===== config.mk =====
export PLATFORM = sky130hd
export DESIGN_NAME = ql_bus_top
export DESIGN_NICKNAME = d
export VERILOG_FILES = /design/src/verilog/ql_bus_pkg.sv /design/src/verilog/clock_enables.sv /design/src/verilog/address_decode.sv /design/src/verilog/bus_control.sv /design/src/verilog/read_return.sv /design/src/verilog/ql_bus_top.sv
export SDC_FILE = /design/constraint.sdc
export NUM_CORES = 1
export LEC_CHECK = 0
export BUFFER_PORTS_ARGS = -buffer_cell sky130_fd_sc_hd__buf_2
export CAP_MARGIN = 25
export CORE_MARGIN = 2
export CORE_UTILIZATION = 25
export DETAILED_ROUTE_END_ITERATION = 8
export GPL_ROUTABILITY_DRIVEN = 0
export GPL_TIMING_DRIVEN = 0
export SLEW_MARGIN = 40
export SYNTH_ARGS = -nofsm -noshare
export SYNTH_HDL_FRONTEND = slang
export SYNTH_SLANG_ARGS = --single-unit

===== constraint.sdc =====
create_clock -name clk_sys -period 3.2 [get_ports clk_sys]
set_input_delay 0.48 -clock clk_sys [delete_from_list [all_inputs] [get_ports clk_sys]]
set_output_delay 0.48 -clock clk_sys [all_outputs]
set_load 0.02 [all_outputs]

===== src/verilog/ql_bus_pkg.sv =====
// Bus types, CPU speed and RAM size encodings
// Address wrap masks and register constants for the QL bus glue
package ql_bus_pkg;

	typedef logic [23:0] bus_addr_t;	// CPU byte address
	typedef logic [15:0] bus_word_t;	// Data bus word
	typedef logic [16:0] frac_t;		// Accumulator step, 65536 means every clk_sys

	// CPU bus speed selection
	typedef enum logic [1:0]
	{
		speed_ql   = 2'd0,		// Original QL, about 15 MHz of ticks
		speed_16   = 2'd1,
		speed_24   = 2'd2,
		speed_full = 2'd3		// Tick on every clock
	} cpu_speed_t;

	// RAM fitted
	typedef enum logic [1:0]
	{
		ram_128k  = 2'd0,
		ram_640k  = 2'd1,
		ram_896k  = 2'd2,
		ram_4096k = 2'd3		// Also switches GoldCard mode on
	} ram_cfg_t;

	// Address wrap masks
	localparam bus_addr_t MASK_128K = 24'h03FFFF;	// Wrap at 256k
	localparam bus_addr_t MASK_1M   = 24'h0FFFFF;	// 640k and 896k systems
	localparam bus_addr_t MASK_8M   = 24'h7FFFFF;	// 4M RAM plus GoldCard spaces

	// GoldCard I/O offsets, low address byte
	localparam logic [7:0] GLO_RENA = 8'h60;		// Shadow RAM on
	localparam logic [7:0] GLO_RDIS = 8'h64;		// Shadow RAM off

	localparam logic [15:0] QLSD_DATA_ADDR = 16'hFEE4;	// Only QL-SD register with data
	localparam bus_word_t   IDLE_WORD      = 16'hFFFF;	// Unmapped read
	localparam logic [7:0]  VRAM_BANK      = 8'h02;		// Video RAM at 20000h

endpackage


===== src/verilog/clock_enables.sv =====
`timescale 1ns/100ps
// Fractional CPU bus enables, phase 1 and phase 2 alternating
// Integer-divided refresh/RTC and pixel enables
module clock_enables
#(
	parameter ql_bus_pkg::frac_t FRACT_QL   = 17'd11702,
	parameter ql_bus_pkg::frac_t FRACT_16   = 17'd24966,
	parameter ql_bus_pkg::frac_t FRACT_24   = 17'd37449,
	parameter ql_bus_pkg::frac_t FRACT_FULL = 17'd65536,
	parameter int unsigned       DIV_131K   = 640,
	parameter int unsigned       DIV_VID    = 8
)
(
	input  logic                   clk_sys,
	input  logic                   reset,
	input  ql_bus_pkg::cpu_speed_t cpu_speed,
	output logic                   ce_bus_p,
	output logic                   ce_bus_n,
	output logic                   ce_131k,
	output logic                   ce_vid
);
	import ql_bus_pkg::*;

	localparam int unsigned DIV_MAX = (DIV_131K > DIV_VID) ? DIV_131K : DIV_VID;
	localparam int unsigned DIV_W   = $clog2(DIV_MAX);
	// Terminal counts, index 0 refresh, index 1 pixel
	localparam logic [DIV_W-1:0] DIV_LAST [2] = '{DIV_W'(DIV_131K - 1), DIV_W'(DIV_VID - 1)};

	frac_t            fract;		// Step for current speed
	logic [15:0]      acc;			// Phase accumulator
	logic [16:0]      acc_sum;		// Bit 16 is the bus tick
	logic             bus_pol;		// 0: next tick is phase 1
	logic [DIV_W-1:0] div_cnt [2];
	logic [1:0]       div_ce;

	// ========================================================================
	// CPU bus ticks
	// ========================================================================
	always_comb
	begin
		case (cpu_speed)
			speed_ql: fract = FRACT_QL;
			speed_16: fract = FRACT_16;
			speed_24: fract = FRACT_24;
			default:  fract = FRACT_FULL;
		endcase
	end

	assign acc_sum = {1'b0, acc} + fract;

	always_ff @(posedge clk_sys)
	begin
		if (reset)
		begin
			acc      <= '0;
			bus_pol  <= 1'b0;
			ce_bus_p <= 1'b0;
			ce_bus_n <= 1'b0;
		end
		else
		begin
			acc      <= acc_sum[15:0];
			ce_bus_p <= acc_sum[16] && !bus_pol;	// Carry shows up next cycle
			ce_bus_n <= acc_sum[16] && bus_pol;
			bus_pol  <= bus_pol ^ acc_sum[16];		// Flip on every tick
		end
	end

	// ========================================================================
	// Refresh/RTC and pixel dividers
	// ========================================================================
	always_ff @(posedge clk_sys)
	begin
		for (int i = 0; i < 2; i++)
		begin
			if (reset)
			begin
				div_cnt[i] <= '0;
				div_ce[i]  <= 1'b0;
			end
			else
			begin
				div_ce[i]  <= (div_cnt[i] == '0);	// First pulse right after reset
				div_cnt[i] <= (div_cnt[i] == DIV_LAST[i]) ? '0 : div_cnt[i] + 1'b1;
			end
		end
	end

	assign ce_131k = div_ce[0];		// SDRAM refresh and RTC
	assign ce_vid  = div_ce[1];		// Pixel clock

endmodule


===== src/verilog/address_decode.sv =====
`timescale 1ns/100ps
// CPU address masking and region decode
// SDRAM, VRAM and peripheral strobes, GoldCard shadow accesses
module address_decode
(
	input  logic [23:1]           cpu_addr16,
	input  logic                  cpu_as,
	input  logic                  cpu_rw,
	input  logic                  cpu_uds,
	input  logic                  cpu_lds,
	input  ql_bus_pkg::ram_cfg_t  ram_cfg,
	input  logic                  gc_en,
	input  logic                  rom_shadow,
	output ql_bus_pkg::bus_addr_t cpu_addr,
	output logic                  cpu_rd,
	output logic                  gc_io_wr,
	output logic                  mc_stat_wr,
	output logic                  qlsd_sel,
	output logic                  qlsd_rd,
	output logic                  zx8302_sel,
	output logic                  qimi_sel,
	output logic                  vram_wr,
	output logic                  sdram_oe,
	output logic                  sdram_wr,
	output logic                  shadow_access,
	output logic                  cpu_rom,
	output logic                  cpu_os_rom,
	output logic                  cpu_ext_rom,
	output logic                  cpu_ram,
	output logic                  ql_io,
	output logic                  gc_boot_rom,
	output logic                  gc_os_rom
);
	import ql_bus_pkg::*;

	// Region bases, compared against the upper address bits
	localparam logic [9:0]  IO_PAGE      = 10'h006;		// 18000-1BFFF
	localparam logic [6:0]  BRAM_BANK    = 7'h01;		// 20000-3FFFF
	localparam logic [9:0]  EXT_ROM_PAGE = 10'h003;		// C000-FFFF
	localparam logic [15:0] GC_IO_PAGE   = 16'h01C0;		// 1C000-1C0FF
	localparam logic [8:0]  GC_RAM1_PAGE = 9'h002;		// 10000-17FFF
	localparam logic [9:0]  GC_RAM2_PAGE = 10'h007;		// 1C100-1FFFF
	localparam logic [7:0]  GC_BOOT_BANK = 8'h04;		// Boot ROM copy
	localparam logic [7:0]  GC_OS_BANK   = 8'h40;		// OS ROM copy

	bus_addr_t addr_mask;
	logic      cpu_wr;
	logic      cpu_io;
	logic      bram;			// Base 128k
	logic      xram;			// Extended RAM
	logic      gc_io;
	logic      gc_ram;
	logic      qlsd_en;
	logic      shadow_rd;
	logic      shadow_wr;

	// ========================================================================
	// Address
	// ========================================================================
	always_comb
	begin
		case (ram_cfg)
			ram_128k:  addr_mask = MASK_128K;
			ram_4096k: addr_mask = MASK_8M;
			default:   addr_mask = MASK_1M;
		endcase
	end

	// Odd byte only when lower strobe alone is active
	assign cpu_addr = {cpu_addr16, !cpu_uds && cpu_lds} & addr_mask;

	assign cpu_rd = cpu_as && cpu_rw && (cpu_uds || cpu_lds);
	assign cpu_wr = cpu_as && !cpu_rw && (cpu_uds || cpu_lds);
	assign cpu_io = cpu_rd || cpu_wr;

	// ========================================================================
	// Regions
	// ========================================================================
	always_comb
	begin
		case (ram_cfg)
			ram_640k:  xram = (cpu_addr[23:20] == '0) && ^cpu_addr[19:18];	// 40000-BFFFF
			ram_896k:  xram = (cpu_addr[23:20] == '0) && |cpu_addr[19:18];	// 40000-FFFFF
			ram_4096k: xram = (cpu_addr[23:22] == '0) && |cpu_addr[21:18];	// 40000-3FFFFF
			default:   xram = 1'b0;
		endcase
	end

	assign ql_io       = cpu_addr[23:14] == IO_PAGE;
	assign bram        = cpu_addr[23:17] == BRAM_BANK;
	assign cpu_rom     = cpu_addr[23:16] == '0;
	assign cpu_ext_rom = cpu_addr[23:14] == EXT_ROM_PAGE;
	assign cpu_os_rom  = cpu_rom && !cpu_ext_rom;		// 0-BFFF

	// GoldCard spaces
	assign gc_io       = gc_en && (cpu_addr[23:8] == GC_IO_PAGE);
	assign gc_ram      = gc_en && ((cpu_addr[23:15] == GC_RAM1_PAGE) ||
		((cpu_addr[23:14] == GC_RAM2_PAGE) && !gc_io));
	assign gc_boot_rom = gc_en && (cpu_addr[23:16] == GC_BOOT_BANK);
	assign gc_os_rom   = gc_en && (cpu_addr[23:16] == GC_OS_BANK);

	assign cpu_ram = bram || xram || gc_ram;

	// ========================================================================
	// Strobes
	// ========================================================================
	assign gc_io_wr   = gc_io && cpu_wr;
	assign mc_stat_wr = ql_io && ({cpu_addr[6:5], cpu_addr[1]} == 3'b111) && cpu_wr && cpu_lds;
	assign vram_wr    = cpu_wr && (cpu_addr[23:16] == VRAM_BANK);

	// QL-SD sits in ROM space, hidden by GoldCard boot ROM
	assign qlsd_en  = (!gc_en || rom_shadow) && cpu_rom && cpu_rd;
	assign qlsd_sel = qlsd_en && ((cpu_addr[15:4] == 12'hFEE) || (cpu_addr[15:4] == 12'hFEF) ||
		(cpu_addr[15:8] == 8'hFF));
	assign qlsd_rd  = qlsd_en && (cpu_addr[15:0] == QLSD_DATA_ADDR);

	assign zx8302_sel = cpu_io && ql_io && !cpu_addr[6];
	assign qimi_sel   = cpu_io && ql_io && (cpu_addr[13:8] == 6'h3F);	// Mouse at 1BFxx

	// OS ROM reads from SDRAM once shadowed, writes fill it before
	assign shadow_rd     = cpu_rd && cpu_os_rom && rom_shadow;
	assign shadow_wr     = cpu_as && !cpu_rw && cpu_os_rom && !rom_shadow;
	assign shadow_access = shadow_rd || shadow_wr;

	assign sdram_oe = cpu_rd && (cpu_ram || shadow_rd);
	assign sdram_wr = cpu_as && !cpu_rw && (cpu_ram || shadow_wr);

endmodule


===== src/verilog/bus_control.sv =====
`timescale 1ns/100ps
// Reset stretcher in bus ticks, RAM size latch
// GoldCard shadow register and video mode register
module bus_control
#(
	parameter int unsigned RESET_TICKS = 4095
)
(
	input  logic                  clk_sys,
	input  logic                  reset,
	input  logic                  rom_download,
	input  logic                  ce_bus_p,
	input  ql_bus_pkg::ram_cfg_t  ram_cfg_sel,
	input  logic                  gc_io_wr,
	input  logic                  mc_stat_wr,
	input  ql_bus_pkg::bus_addr_t cpu_addr,
	input  logic                  cpu_uds,
	input  logic                  cpu_lds,
	input  ql_bus_pkg::bus_word_t cpu_dout,
	output logic                  sys_reset,
	output ql_bus_pkg::ram_cfg_t  ram_cfg,
	output logic                  gc_en,
	output logic                  rom_shadow,
	output logic [7:0]            mc_stat
);
	import ql_bus_pkg::*;

	localparam int unsigned CNT_W = $clog2(RESET_TICKS + 1);

	logic [CNT_W-1:0] reset_cnt;	// Bus ticks left in reset
	logic             hi_byte_wr;	// GoldCard I/O write, upper byte only

	// ========================================================================
	// Reset stretcher
	// ========================================================================
	always_ff @(posedge clk_sys)
	begin
		if (reset || rom_download)
			reset_cnt <= CNT_W'(RESET_TICKS);	// Reload while held
		else if (ce_bus_p && (reset_cnt != '0))
			reset_cnt <= reset_cnt - 1'b1;
	end

	assign sys_reset = (reset_cnt != '0);

	// RAM size only taken while the system is in reset
	always_ff @(posedge clk_sys)
	begin
		if (sys_reset)
			ram_cfg <= ram_cfg_sel;
	end

	assign gc_en = (ram_cfg == ram_4096k);

	// ========================================================================
	// GoldCard shadow and video mode
	// ========================================================================
	assign hi_byte_wr = gc_io_wr && cpu_uds && !cpu_lds;

	always_ff @(posedge clk_sys)
	begin
		if (sys_reset)
			rom_shadow <= 1'b0;
		else if (hi_byte_wr && (cpu_addr[7:0] == GLO_RENA))
			rom_shadow <= 1'b1;		// OS ROM now served from SDRAM
		else if (hi_byte_wr && (cpu_addr[7:0] == GLO_RDIS))
			rom_shadow <= 1'b0;
	end

	// ZX8301 write-only register at 18063
	always_ff @(posedge clk_sys)
	begin
		if (sys_reset)
			mc_stat <= 8'h00;
		else if (mc_stat_wr)
			mc_stat <= cpu_dout[7:0];
	end

endmodule


===== src/verilog/read_return.sv =====
`timescale 1ns/100ps
// CPU read data mux for QL and GoldCard memory maps
// Data acknowledge select
module read_return
(
	input  logic                  gc_en,
	input  logic                  rom_shadow,
	input  logic                  cpu_rd,
	input  logic                  qlsd_rd,
	input  logic                  cpu_rom,
	input  logic                  cpu_os_rom,
	input  logic                  cpu_ext_rom,
	input  logic                  cpu_ram,
	input  logic                  ql_io,
	input  logic                  gc_boot_rom,
	input  logic                  gc_os_rom,
	input  logic                  qlsd_sel,
	input  logic                  zx8302_sel,
	input  logic                  qimi_sel,
	input  logic                  shadow_access,
	input  ql_bus_pkg::bus_word_t sdram_dout,
	input  ql_bus_pkg::bus_word_t ql_rom_dout,
	input  ql_bus_pkg::bus_word_t gc_rom_dout,
	input  logic [7:0]            qlsd_dout,
	input  ql_bus_pkg::bus_word_t zx8302_dout,
	input  logic [7:0]            qimi_data,
	input  logic                  sdram_dtack,
	input  logic                  qlsd_dtack,
	output ql_bus_pkg::bus_word_t cpu_din,
	output logic                  cpu_dtack
);
	import ql_bus_pkg::*;

	bus_word_t io_dout;
	bus_word_t gc_boot_dout;
	bus_word_t gc_shadow_dout;
	bus_word_t ql_dout;
	bus_word_t map_dout;

	// Internal I/O, always mapped
	assign io_dout = qimi_sel   ? {qimi_data, qimi_data} :
		zx8302_sel ? zx8302_dout : 16'h0000;

	// GoldCard boot, shadow RAM off
	assign gc_boot_dout = cpu_rom ? gc_rom_dout :		// 0-FFFF boot ROM
		gc_boot_rom ? gc_rom_dout :			// 40000 copy
		gc_os_rom   ? ql_rom_dout :			// 400000 original OS
		cpu_ram     ? sdram_dout  : IDLE_WORD;

	// GoldCard with OS ROM shadowed in SDRAM
	assign gc_shadow_dout = cpu_os_rom ? sdram_dout :
		qlsd_rd     ? {qlsd_dout, qlsd_dout} :
		cpu_ext_rom ? ql_rom_dout :
		gc_os_rom   ? ql_rom_dout :
		cpu_ram     ? sdram_dout  : IDLE_WORD;

	// Plain QL, QL-SD data register overlays ROM
	assign ql_dout = qlsd_rd ? {qlsd_dout, qlsd_dout} :
		cpu_rom ? ql_rom_dout :
		cpu_ram ? sdram_dout  : IDLE_WORD;

	assign map_dout = ql_io ? io_dout :
		gc_en ? (rom_shadow ? gc_shadow_dout : gc_boot_dout) : ql_dout;

	assign cpu_din = cpu_rd ? map_dout : IDLE_WORD;	// Bus idles high outside reads

	// Memory model not present, so the rest acks at once
	assign cpu_dtack = qlsd_sel ? qlsd_dtack :
		(shadow_access || cpu_ram) ? sdram_dtack : 1'b1;

endmodule


===== src/verilog/ql_bus_top.sv =====
`timescale 1ns/100ps
// QL bus glue top level with clock enables, reset and GoldCard control
// Holds the timing parameters for an 84 MHz clk_sys
module ql_bus_top
#(
	parameter ql_bus_pkg::frac_t FRACT_QL    = 17'd11702,	// 84 MHz * 11702 / 65536 = 15 MHz
	parameter ql_bus_pkg::frac_t FRACT_16    = 17'd24966,	// 32 MHz
	parameter ql_bus_pkg::frac_t FRACT_24    = 17'd37449,	// 48 MHz
	parameter ql_bus_pkg::frac_t FRACT_FULL  = 17'd65536,
	parameter int unsigned       DIV_131K    = 640,			// 84 MHz / 640 = 131250 Hz
	parameter int unsigned       DIV_VID     = 8,			// 10.5 MHz pixels
	parameter int unsigned       RESET_TICKS = 4095
)
(
	input  logic                   clk_sys,
	input  logic                   reset,
	input  ql_bus_pkg::cpu_speed_t cpu_speed,
	input  ql_bus_pkg::ram_cfg_t   ram_cfg_sel,
	input  logic                   rom_download,
	// CPU bus, strobes active high
	input  logic [23:1]            cpu_addr16,
	input  logic                   cpu_as,
	input  logic                   cpu_rw,
	input  logic                   cpu_uds,
	input  logic                   cpu_lds,
	input  ql_bus_pkg::bus_word_t  cpu_dout,
	// Returned data and acknowledges
	input  ql_bus_pkg::bus_word_t  sdram_dout,
	input  ql_bus_pkg::bus_word_t  ql_rom_dout,
	input  ql_bus_pkg::bus_word_t  gc_rom_dout,
	input  logic [7:0]             qlsd_dout,
	input  ql_bus_pkg::bus_word_t  zx8302_dout,
	input  logic [7:0]             qimi_data,
	input  logic                   sdram_dtack,
	input  logic                   qlsd_dtack,
	output logic                   ce_bus_p,
	output logic                   ce_bus_n,
	output logic                   ce_131k,
	output logic                   ce_vid,
	output logic                   sys_reset,
	output ql_bus_pkg::bus_addr_t  cpu_addr,
	output logic                   sdram_oe,
	output logic                   sdram_wr,
	output logic                   vram_wr,
	output logic                   qlsd_sel,
	output logic                   zx8302_sel,
	output logic                   qimi_sel,
	output logic [7:0]             mc_stat,
	output ql_bus_pkg::bus_word_t  cpu_din,
	output logic                   cpu_dtack
);
	import ql_bus_pkg::*;

	ram_cfg_t ram_cfg;
	logic     gc_en;
	logic     rom_shadow;
	logic     gc_io_wr;
	logic     mc_stat_wr;
	// Region flags
	logic     cpu_rd, qlsd_rd, shadow_access;
	logic     cpu_rom, cpu_os_rom, cpu_ext_rom, cpu_ram;
	logic     ql_io, gc_boot_rom, gc_os_rom;

	// ========================================================================
	// Clock enables run from the raw reset so the stretcher sees ticks
	// ========================================================================
	clock_enables #(
		.FRACT_QL   (FRACT_QL),
		.FRACT_16   (FRACT_16),
		.FRACT_24   (FRACT_24),
		.FRACT_FULL (FRACT_FULL),
		.DIV_131K   (DIV_131K),
		.DIV_VID    (DIV_VID)
	) u_clock_enables (
		.clk_sys, .reset, .cpu_speed,
		.ce_bus_p, .ce_bus_n, .ce_131k, .ce_vid
	);

	bus_control #(
		.RESET_TICKS (RESET_TICKS)
	) u_bus_control (
		.clk_sys, .reset, .rom_download, .ce_bus_p, .ram_cfg_sel,
		.gc_io_wr, .mc_stat_wr, .cpu_addr, .cpu_uds, .cpu_lds, .cpu_dout,
		.sys_reset, .ram_cfg, .gc_en, .rom_shadow, .mc_stat
	);

	// ========================================================================
	// Combinational bus path
	// ========================================================================
	address_decode u_address_decode (
		.cpu_addr16, .cpu_as, .cpu_rw, .cpu_uds, .cpu_lds,
		.ram_cfg, .gc_en, .rom_shadow,
		.cpu_addr, .cpu_rd, .gc_io_wr, .mc_stat_wr,
		.qlsd_sel, .qlsd_rd, .zx8302_sel, .qimi_sel, .vram_wr,
		.sdram_oe, .sdram_wr, .shadow_access,
		.cpu_rom, .cpu_os_rom, .cpu_ext_rom, .cpu_ram,
		.ql_io, .gc_boot_rom, .gc_os_rom
	);

	read_return u_read_return (
		.gc_en, .rom_shadow, .cpu_rd, .qlsd_rd,
		.cpu_rom, .cpu_os_rom, .cpu_ext_rom, .cpu_ram,
		.ql_io, .gc_boot_rom, .gc_os_rom,
		.qlsd_sel, .zx8302_sel, .qimi_sel, .shadow_access,
		.sdram_dout, .ql_rom_dout, .gc_rom_dout, .qlsd_dout,
		.zx8302_dout, .qimi_data, .sdram_dtack, .qlsd_dtack,
		.cpu_din, .cpu_dtack
	);

endmodule


### Yosys cells after proc, flatten, opt, wreduce, memory -nomap -nowiden

Memory sizes are Yosys's and may differ from the RTL's.
Index checks and enable logic that the tools add are counted.

* logic and storage cells: 144
* ROM bits: 0
* input bits: 132
* latch bits: 0
* memories: 1
* bits in writable memories: 20
* register bits: 44

* divide/modulo/power cells: 0
* reductions and logical operators: 73
* multipliers: 0
* muxes and demuxes: 29
* bitwise logic cells: 4
* magnitude comparators: 0
* shifts and indexed selects: 0
* equal/unequal tests: 24
* add/sub/neg operators: 4

Memories
* u_clock_enables.div_cnt: depth 2, width 10, read ports 2, clocked after Yosys merged registers in 0, write ports 2, RTL line clock_enables.sv:33 `logic [DIV_W-1:0] div_cnt [2];`

Operators by type and width (number)
* 16-bit two-way mux: 15
* 17-bit one-hot mux with 3 select lines: 1
* 23-bit one-hot mux with 2 select lines: 1
* 10-bit two-way mux: 4
* 1-bit logical AND: 39
* 10-bit by 3-bit equality test with 1-bit output (second input constant): 3
* 24-bit by 23-bit AND with 24-bit output: 1
* 12-bit equality test (second input constant): 2
* 8-bit by 7-bit equality test with 1-bit output (second input constant): 3
* 10-bit by 1-bit adder with 10-bit output (second input constant): 2
* 10-bit logical NOT: 2
* 16-bit by 17-bit adder with 17-bit output: 1
* 16-bit equality test (second input constant): 1
* 16-bit by 9-bit equality test with 1-bit output (second input constant): 1
* 1-bit logical OR: 13
* 12-bit nonzero test: 1
* 12-bit by 1-bit subtractor with 12-bit output (second input constant): 1
* 10-bit equality test (second input constant): 1
* 10-bit by 2-bit equality test with 1-bit output (second input constant): 1
* 9-bit by 2-bit equality test with 1-bit output (second input constant): 1
* 1-bit logical NOT: 9
* 8-bit by 2-bit equality test with 1-bit output (second input constant): 1
* 8-bit by 3-bit equality test with 1-bit output (second input constant): 1
* 8-bit equality test (second input constant): 1
* 16 further kinds: 28

### Logic depth before layout (Yosys ltp)

* depth in word-level cells: 19
* depth in mapped cells: 14
* mapped depth without buffers: 14

### By module

A second synthesis with hierarchy kept.

* cells, all modules: 692
* area total of the unflattened synthesis: 5516.5 sq um

By module, submodules not included
* clock_enables: times used 1, area each 2289.7 sq um, cells an instance 263
* read_return: times used 1, area each 1508.9 sq um, cells an instance 214
* bus_control: times used 1, area each 1047.3 sq um, cells an instance 113
* address_decode: times used 1, area each 670.6 sq um, cells an instance 102

### Least setup slack after synthesis

OpenSTA, ideal clock, no wires.

* path kind: register -> output
* start point: register u_bus_control.ram_cfg[0]
* end point: output port cpu_dtack
* slack: -0.246 ns
* path buffers: 2
* stages on the path, launching flop included: 12
* required time: 2.720 ns
* data arrival time: 2.966 ns
* cell sequence: edfxtp_1 > inv_1 > ha_1 > nand2b_1 > ha_1 > inv_1 > or3_1 > clkbuf_1 > clkbuf_1 > nor3_1 > nor3_1 > a21oi_1

RTL lines
* from (decl): RTL line bus_control.sv:21 `output ql_bus_pkg::ram_cfg_t ram_cfg,`
* from (signal assigned): RTL line bus_control.sv:50 `ram_cfg <= ram_cfg_sel;`
* 2-bit equality test / 2-bit logical NOT (equally long branches): RTL line address_decode.sv:62, bus_control.sv:53
* 23-bit one-hot mux with 2 select lines: RTL line address_decode.sv:62 `case (ram_cfg)`
* 24-bit by 23-bit AND with 24-bit output: RTL line address_decode.sv:70 `assign cpu_addr = {cpu_addr16, !cpu_uds && cpu_lds} & addr_mask;`
* 8-bit logical NOT: RTL line address_decode.sv:91 `assign cpu_rom = cpu_addr[23:16] == '0;`
* 1-bit logical AND * (2 in a row): RTL line address_decode.sv:112 `assign qlsd_en = (!gc_en || rom_shadow) && cpu_rom && cpu_rd;`
* 1-bit logical AND *: RTL line address_decode.sv:113 `assign qlsd_sel = qlsd_en && ((cpu_addr[15:4] == 12'hFEE) || (cpu_addr[15:4] == 12'hFEF) ||`
* net qlsd_sel: RTL line ql_bus_top.sv:45 `output logic qlsd_sel,`
* 1-bit two-way mux *: RTL line read_return.sv:68 `assign cpu_dtack = qlsd_sel ? qlsd_dtack :`
* to (decl): RTL line ql_bus_top.sv:50 `output logic cpu_dtack`

Mark *: on every way through the listed nets, which the timed path passes. The rest lies on a longest branch.

### Worst setup path in the final report

* start point: register u_bus_control.ram_cfg[1]
* end point: output port cpu_din[8]

* longest elaborated chain between the ends: 19

RTL lines
* 2-bit equality test / 2-bit logical NOT (equally long branches): RTL line address_decode.sv:62, address_decode.sv:81, bus_control.sv:53
* 23-bit one-hot mux with 2 select lines: RTL line address_decode.sv:62
* 24-bit by 23-bit AND with 24-bit output: RTL line address_decode.sv:70
* 16-bit by 9-bit equality test with 1-bit output: RTL line address_decode.sv:96 `assign gc_io = gc_en && (cpu_addr[23:8] == GC_IO_PAGE);`
* 1-bit logical AND: RTL line address_decode.sv:96
* 1-bit logical NOT: RTL line address_decode.sv:98 `((cpu_addr[23:14] == GC_RAM2_PAGE) && !gc_io));`
* 1-bit logical AND: RTL line address_decode.sv:98
* 1-bit logical OR: RTL line address_decode.sv:97 `assign gc_ram = gc_en && ((cpu_addr[23:15] == GC_RAM1_PAGE) ||`
* [... 2 more ...]
* 16-bit two-way mux: RTL line read_return.sv:48, read_return.sv:55, read_return.sv:60
* 16-bit two-way mux: RTL line read_return.sv:47, read_return.sv:54
* 16-bit two-way mux: RTL line read_return.sv:53 `cpu_ext_rom ? ql_rom_dout :`
* 16-bit two-way mux: RTL line read_return.sv:52 `qlsd_rd ? {qlsd_dout, qlsd_dout} :`
* 16-bit two-way mux: RTL line read_return.sv:51 `assign gc_shadow_dout = cpu_os_rom ? sdram_dout :`
* 16-bit two-way mux (2 in a row): RTL line read_return.sv:63 `gc_en ? (rom_shadow ? gc_shadow_dout : gc_boot_dout) : ql_dout;`
* 16-bit two-way mux *: RTL line read_return.sv:62 `assign map_dout = ql_io ? io_dout :`
* 16-bit two-way mux *: RTL line read_return.sv:65 `assign cpu_din = cpu_rd ? map_dout : IDLE_WORD;`
* to (decl): RTL line ql_bus_top.sv:49 `output ql_bus_pkg::bus_word_t cpu_din,`

Mark *: on every way between the ends. The rest lies on a longest branch, timed or not.

==> results.md <==
* Largest net degree at the start of global routing at 13
* Setup TNS at -5.60 ns
* Port bufs at 181
* Vias at 5,951
* Switching Fraction at 0.318
* Vert. Die Dim at 147 um
* Peak supply drop at 0.282 mV
* Synthesized area at 5130 um2
* Top cell family by delay on the critical path: compound AO/OA/AOI/OAI gates
* Crit path kind: reg2out
* Yosys cell types at 71
* Final hold vios at 0
* Global-route wire length before repair at 28.2 mm
* Startpoint Class: flop
* Part of the power in registers at 0.348
* Synthesis Warnings at 0
* Failing checks: DRC, setup timing
* Cells after synthesis at 670
* Net switching power at 812 uW
* Area growth syn-to-layout at 40.0%
* Post-synth EDFFs at 2
* Worst-Skew Late Latency at 0.32 ns
* Crit-path cells: inv_2 > ha_4 > nand2b_4 > ha_4 > inv_4 > or4_4 > o211ai_4 > a21o_4 > nand3_4 > a222oi_1 > o221ai_2 > buf_4
* Initial antenna violation count at 0
* Critical-path top delay cell: or4_4
* Vias in the first global route at 5,552
* Combinational share of power at 0.315
* Drt first-iter violations at 435
* Worst reg2reg setup slack at 0.59 ns
* DP Area at 6420 um2
* Post-DRT Antenna Nets at 0
* F_max at 275 MHz
* Crit Path Max Fanout at 7
* Final core area utilization at 0.356
* Overall power at 2.56 mW
* CP dominant cell by count: ha_4
* Commonest non-fill, non-tap cell in the layout: buf_2
* Syn Nets at 832
* Status: finished, violations left
* Worst Tran Pin Value at 0.729 ns
* Share of cells above drive strength 1 at 0.362
* Pwr/cell area at 356 nW/um2
* DP HPWL at 13.9 mm
* Clock sinks at 64
* Fin crit share at 1.14
* CP arrival at 3.16 ns
* Top post-synthesis cells by area: dfxtp_1 24%, ha_1 7.1%, nor2_1 6.7%
* Final instance area at 7180 um2
* DR vias/cell at 5.15
* Final setup margin at -0.436 ns
* Setup slack at placement at -0.615 ns
* # setup viols final at 18
* WP data required at 2.72 ns
* CP bufs+invs at 3
* Post-layout min period at 3.64 ns
* Seq cells post-synth at 64
* Die width at 147 um
* Hold Crit Class: in2reg
* Hold_ws at 0.332 ns
* Clock Power Share at 0.336
* Slew HR at 0.512
* Int Power at 1.74 mW
* Commonest cells after routing, fill and taps aside: 180 x buf_2, 91 x nor2_1, 62 x dfxtp_1
* Async set or reset register ratio after synthesis at 0
* Hold Buf Count CTS at 0
* Post-Layout Cell Count at 1,156
* Gr ovfl total at 0
* Register area share after synthesis at 0.254
* H-tree depth at 3
* GRT Util Overall at 0.159
* Net count reported at finish at 1,045
* Die ar. at 21,700 um2
* LEAKAGE at 3.02 nW
* Routed WL at 18.1 mm
* Synth top area share at 0.242
* RSZ-0062 raised after global routing: true
* Max incr delay on CP at 0.49 ns
* Initial core utilization at 0.254
* Placed cells at 1,121
* Slew Limit Fails at 0
* DRC viols at 1
* Row count at 52
* Clock buffer depth at 2
* WL per Instance at 15.7 um
* CTS tree: built
* Clock Skew at 0.00596 ns
* Maxcap violations at 0
* # diodes at 0
* Ys flop type: dfxtp_1
* Clock Pin Slew Worst Setup and Hold Paths at 0.05 ns
* CTS Root Cell: clkbuf_16
* Synth area leader: dfxtp_1
* Critical Path Sink Type: output pin
* Ports at 192
* Drt first pass iters at 8
* TritonCTS Buffers at 9
* Core Box Area at 20,200 um2
* Syn Area/Cell at 7.66 um2
## state kept, by name, indices dropped and copies added (netlist names)
| name | count |
|---|---|
| u_clock_enables.ce_bus_p | 1 |
| u_clock_enables.ce_bus_n | 1 |
| u_bus_control.rom_shadow | 1 |
| u_clock_enables.acc | 16 |
| u_bus_control.ram_cfg | 2 |
| u_clock_enables.div_ce | 2 |
| u_clock_enables.bus_pol | 1 |
| u_clock_enables.div_cnt | 20 |
| u_bus_control.reset_cnt | 12 |
| u_bus_control.mc_stat | 8 |
## worst paths after layout
check | to | cells after the start | from
setup / recovery | cpu_din[8] | 12 | u_bus_control.ram_cfg[1]
hold / removal | u_bus_control.ram_cfg[1] | 1 | ram_cfg_sel[1]
setup reg to reg | u_clock_enables.ce_bus_n | 12 | u_clock_enables.acc[0]
hold reg to reg | u_clock_enables.div_cnt[1][0] | 1 | u_clock_enables.div_cnt[1][0]
## cell type report
cell class	count	area (um2)
clock inverters	4	22.5
plain buffers	43	277
repair buffers	203	1080
multi-input cells	541	3840
inverters	21	81.3
clock buffers	10	239
well taps	270	338
flip-flops and latches	64	1300
fillers	2141	13000
## synth_stat cells (3+ instances only)
cell type,number
a222oi_1,4
or3_1,12
a21oi_2,3
nor4_1,6
buf_2,4
nand2b_1,9
o22ai_1,12
a221oi_1,14
a21oi_1,42
o211ai_1,10
a211oi_1,9
a221o_1,3
xor2_1,21
a31oi_1,9
nor2b_1,16
a21boi_0,4
nor2_1,92
o32ai_1,4
o21ai_0,13
xnor2_1,14
buf_4,19
nor3_1,30
ha_1,29
inv_1,21
mux2i_1,10
clkbuf_1,21
nand2_1,55
and3_1,10
o221ai_1,12
o2111ai_1,5
dfxtp_1,62
nand4_1,9
nand3_1,24
o31ai_1,7
nand4b_1,5
## power groups by stage
stage	clock network (mW)	registers, mW	logic (mW)
2_1_floorplan	0	0.906	0.484
5_1_grt	0.917	0.897	0.887
3_3_place_gp	0	0.906	0.720
3_5_place_dp	0	0.907	0.727
6_report	0.860	0.890	0.806
4_1_cts	0.888	0.891	0.779
## cells by family after synthesis
family	after synthesis	synth area share
mux	12	0.0239
flops	64	0.254
fa+ha+maj	30	0.0746
other cells	1	0.000731
compound gates	172	0.240
simple gates	291	0.285
buf+inv	65	0.0624
xor+xnor	35	0.0597
## worst reg2reg max path: stages (launching register included)
cell	delay, ns
dfxtp_1	0.32
ha_1	0.17
inv_1	0.05
fa_1	0.38
nor2b_1	0.22
o2111ai_1	0.17
nand4_1	0.11
o211ai_1	0.19
o21ai_2	0.24
o41ai_1	0.10
xor2_1	0.17
ha_1	0.20
nor2b_1	0.14
## per-layer routing
layer  wire length [um]  track usage  vias to the layer above
li1                   -            -                     2901
met1               7370        0.196                     2740
met2               8660        0.271                      269
met3               1630       0.0357                       41
met4                435       0.0630                        0
met5                  0            0                        -
## timing repair
action / CTS / global route
setup endpoints to repair: 24 / 25
gates resized for setup: 50 / 42
hold endpoints to repair: 0 / 0
setup buffers: 14 / 8
pin swaps: 13 / 8
No activity file was read; power rests on OpenSTA's default activity.
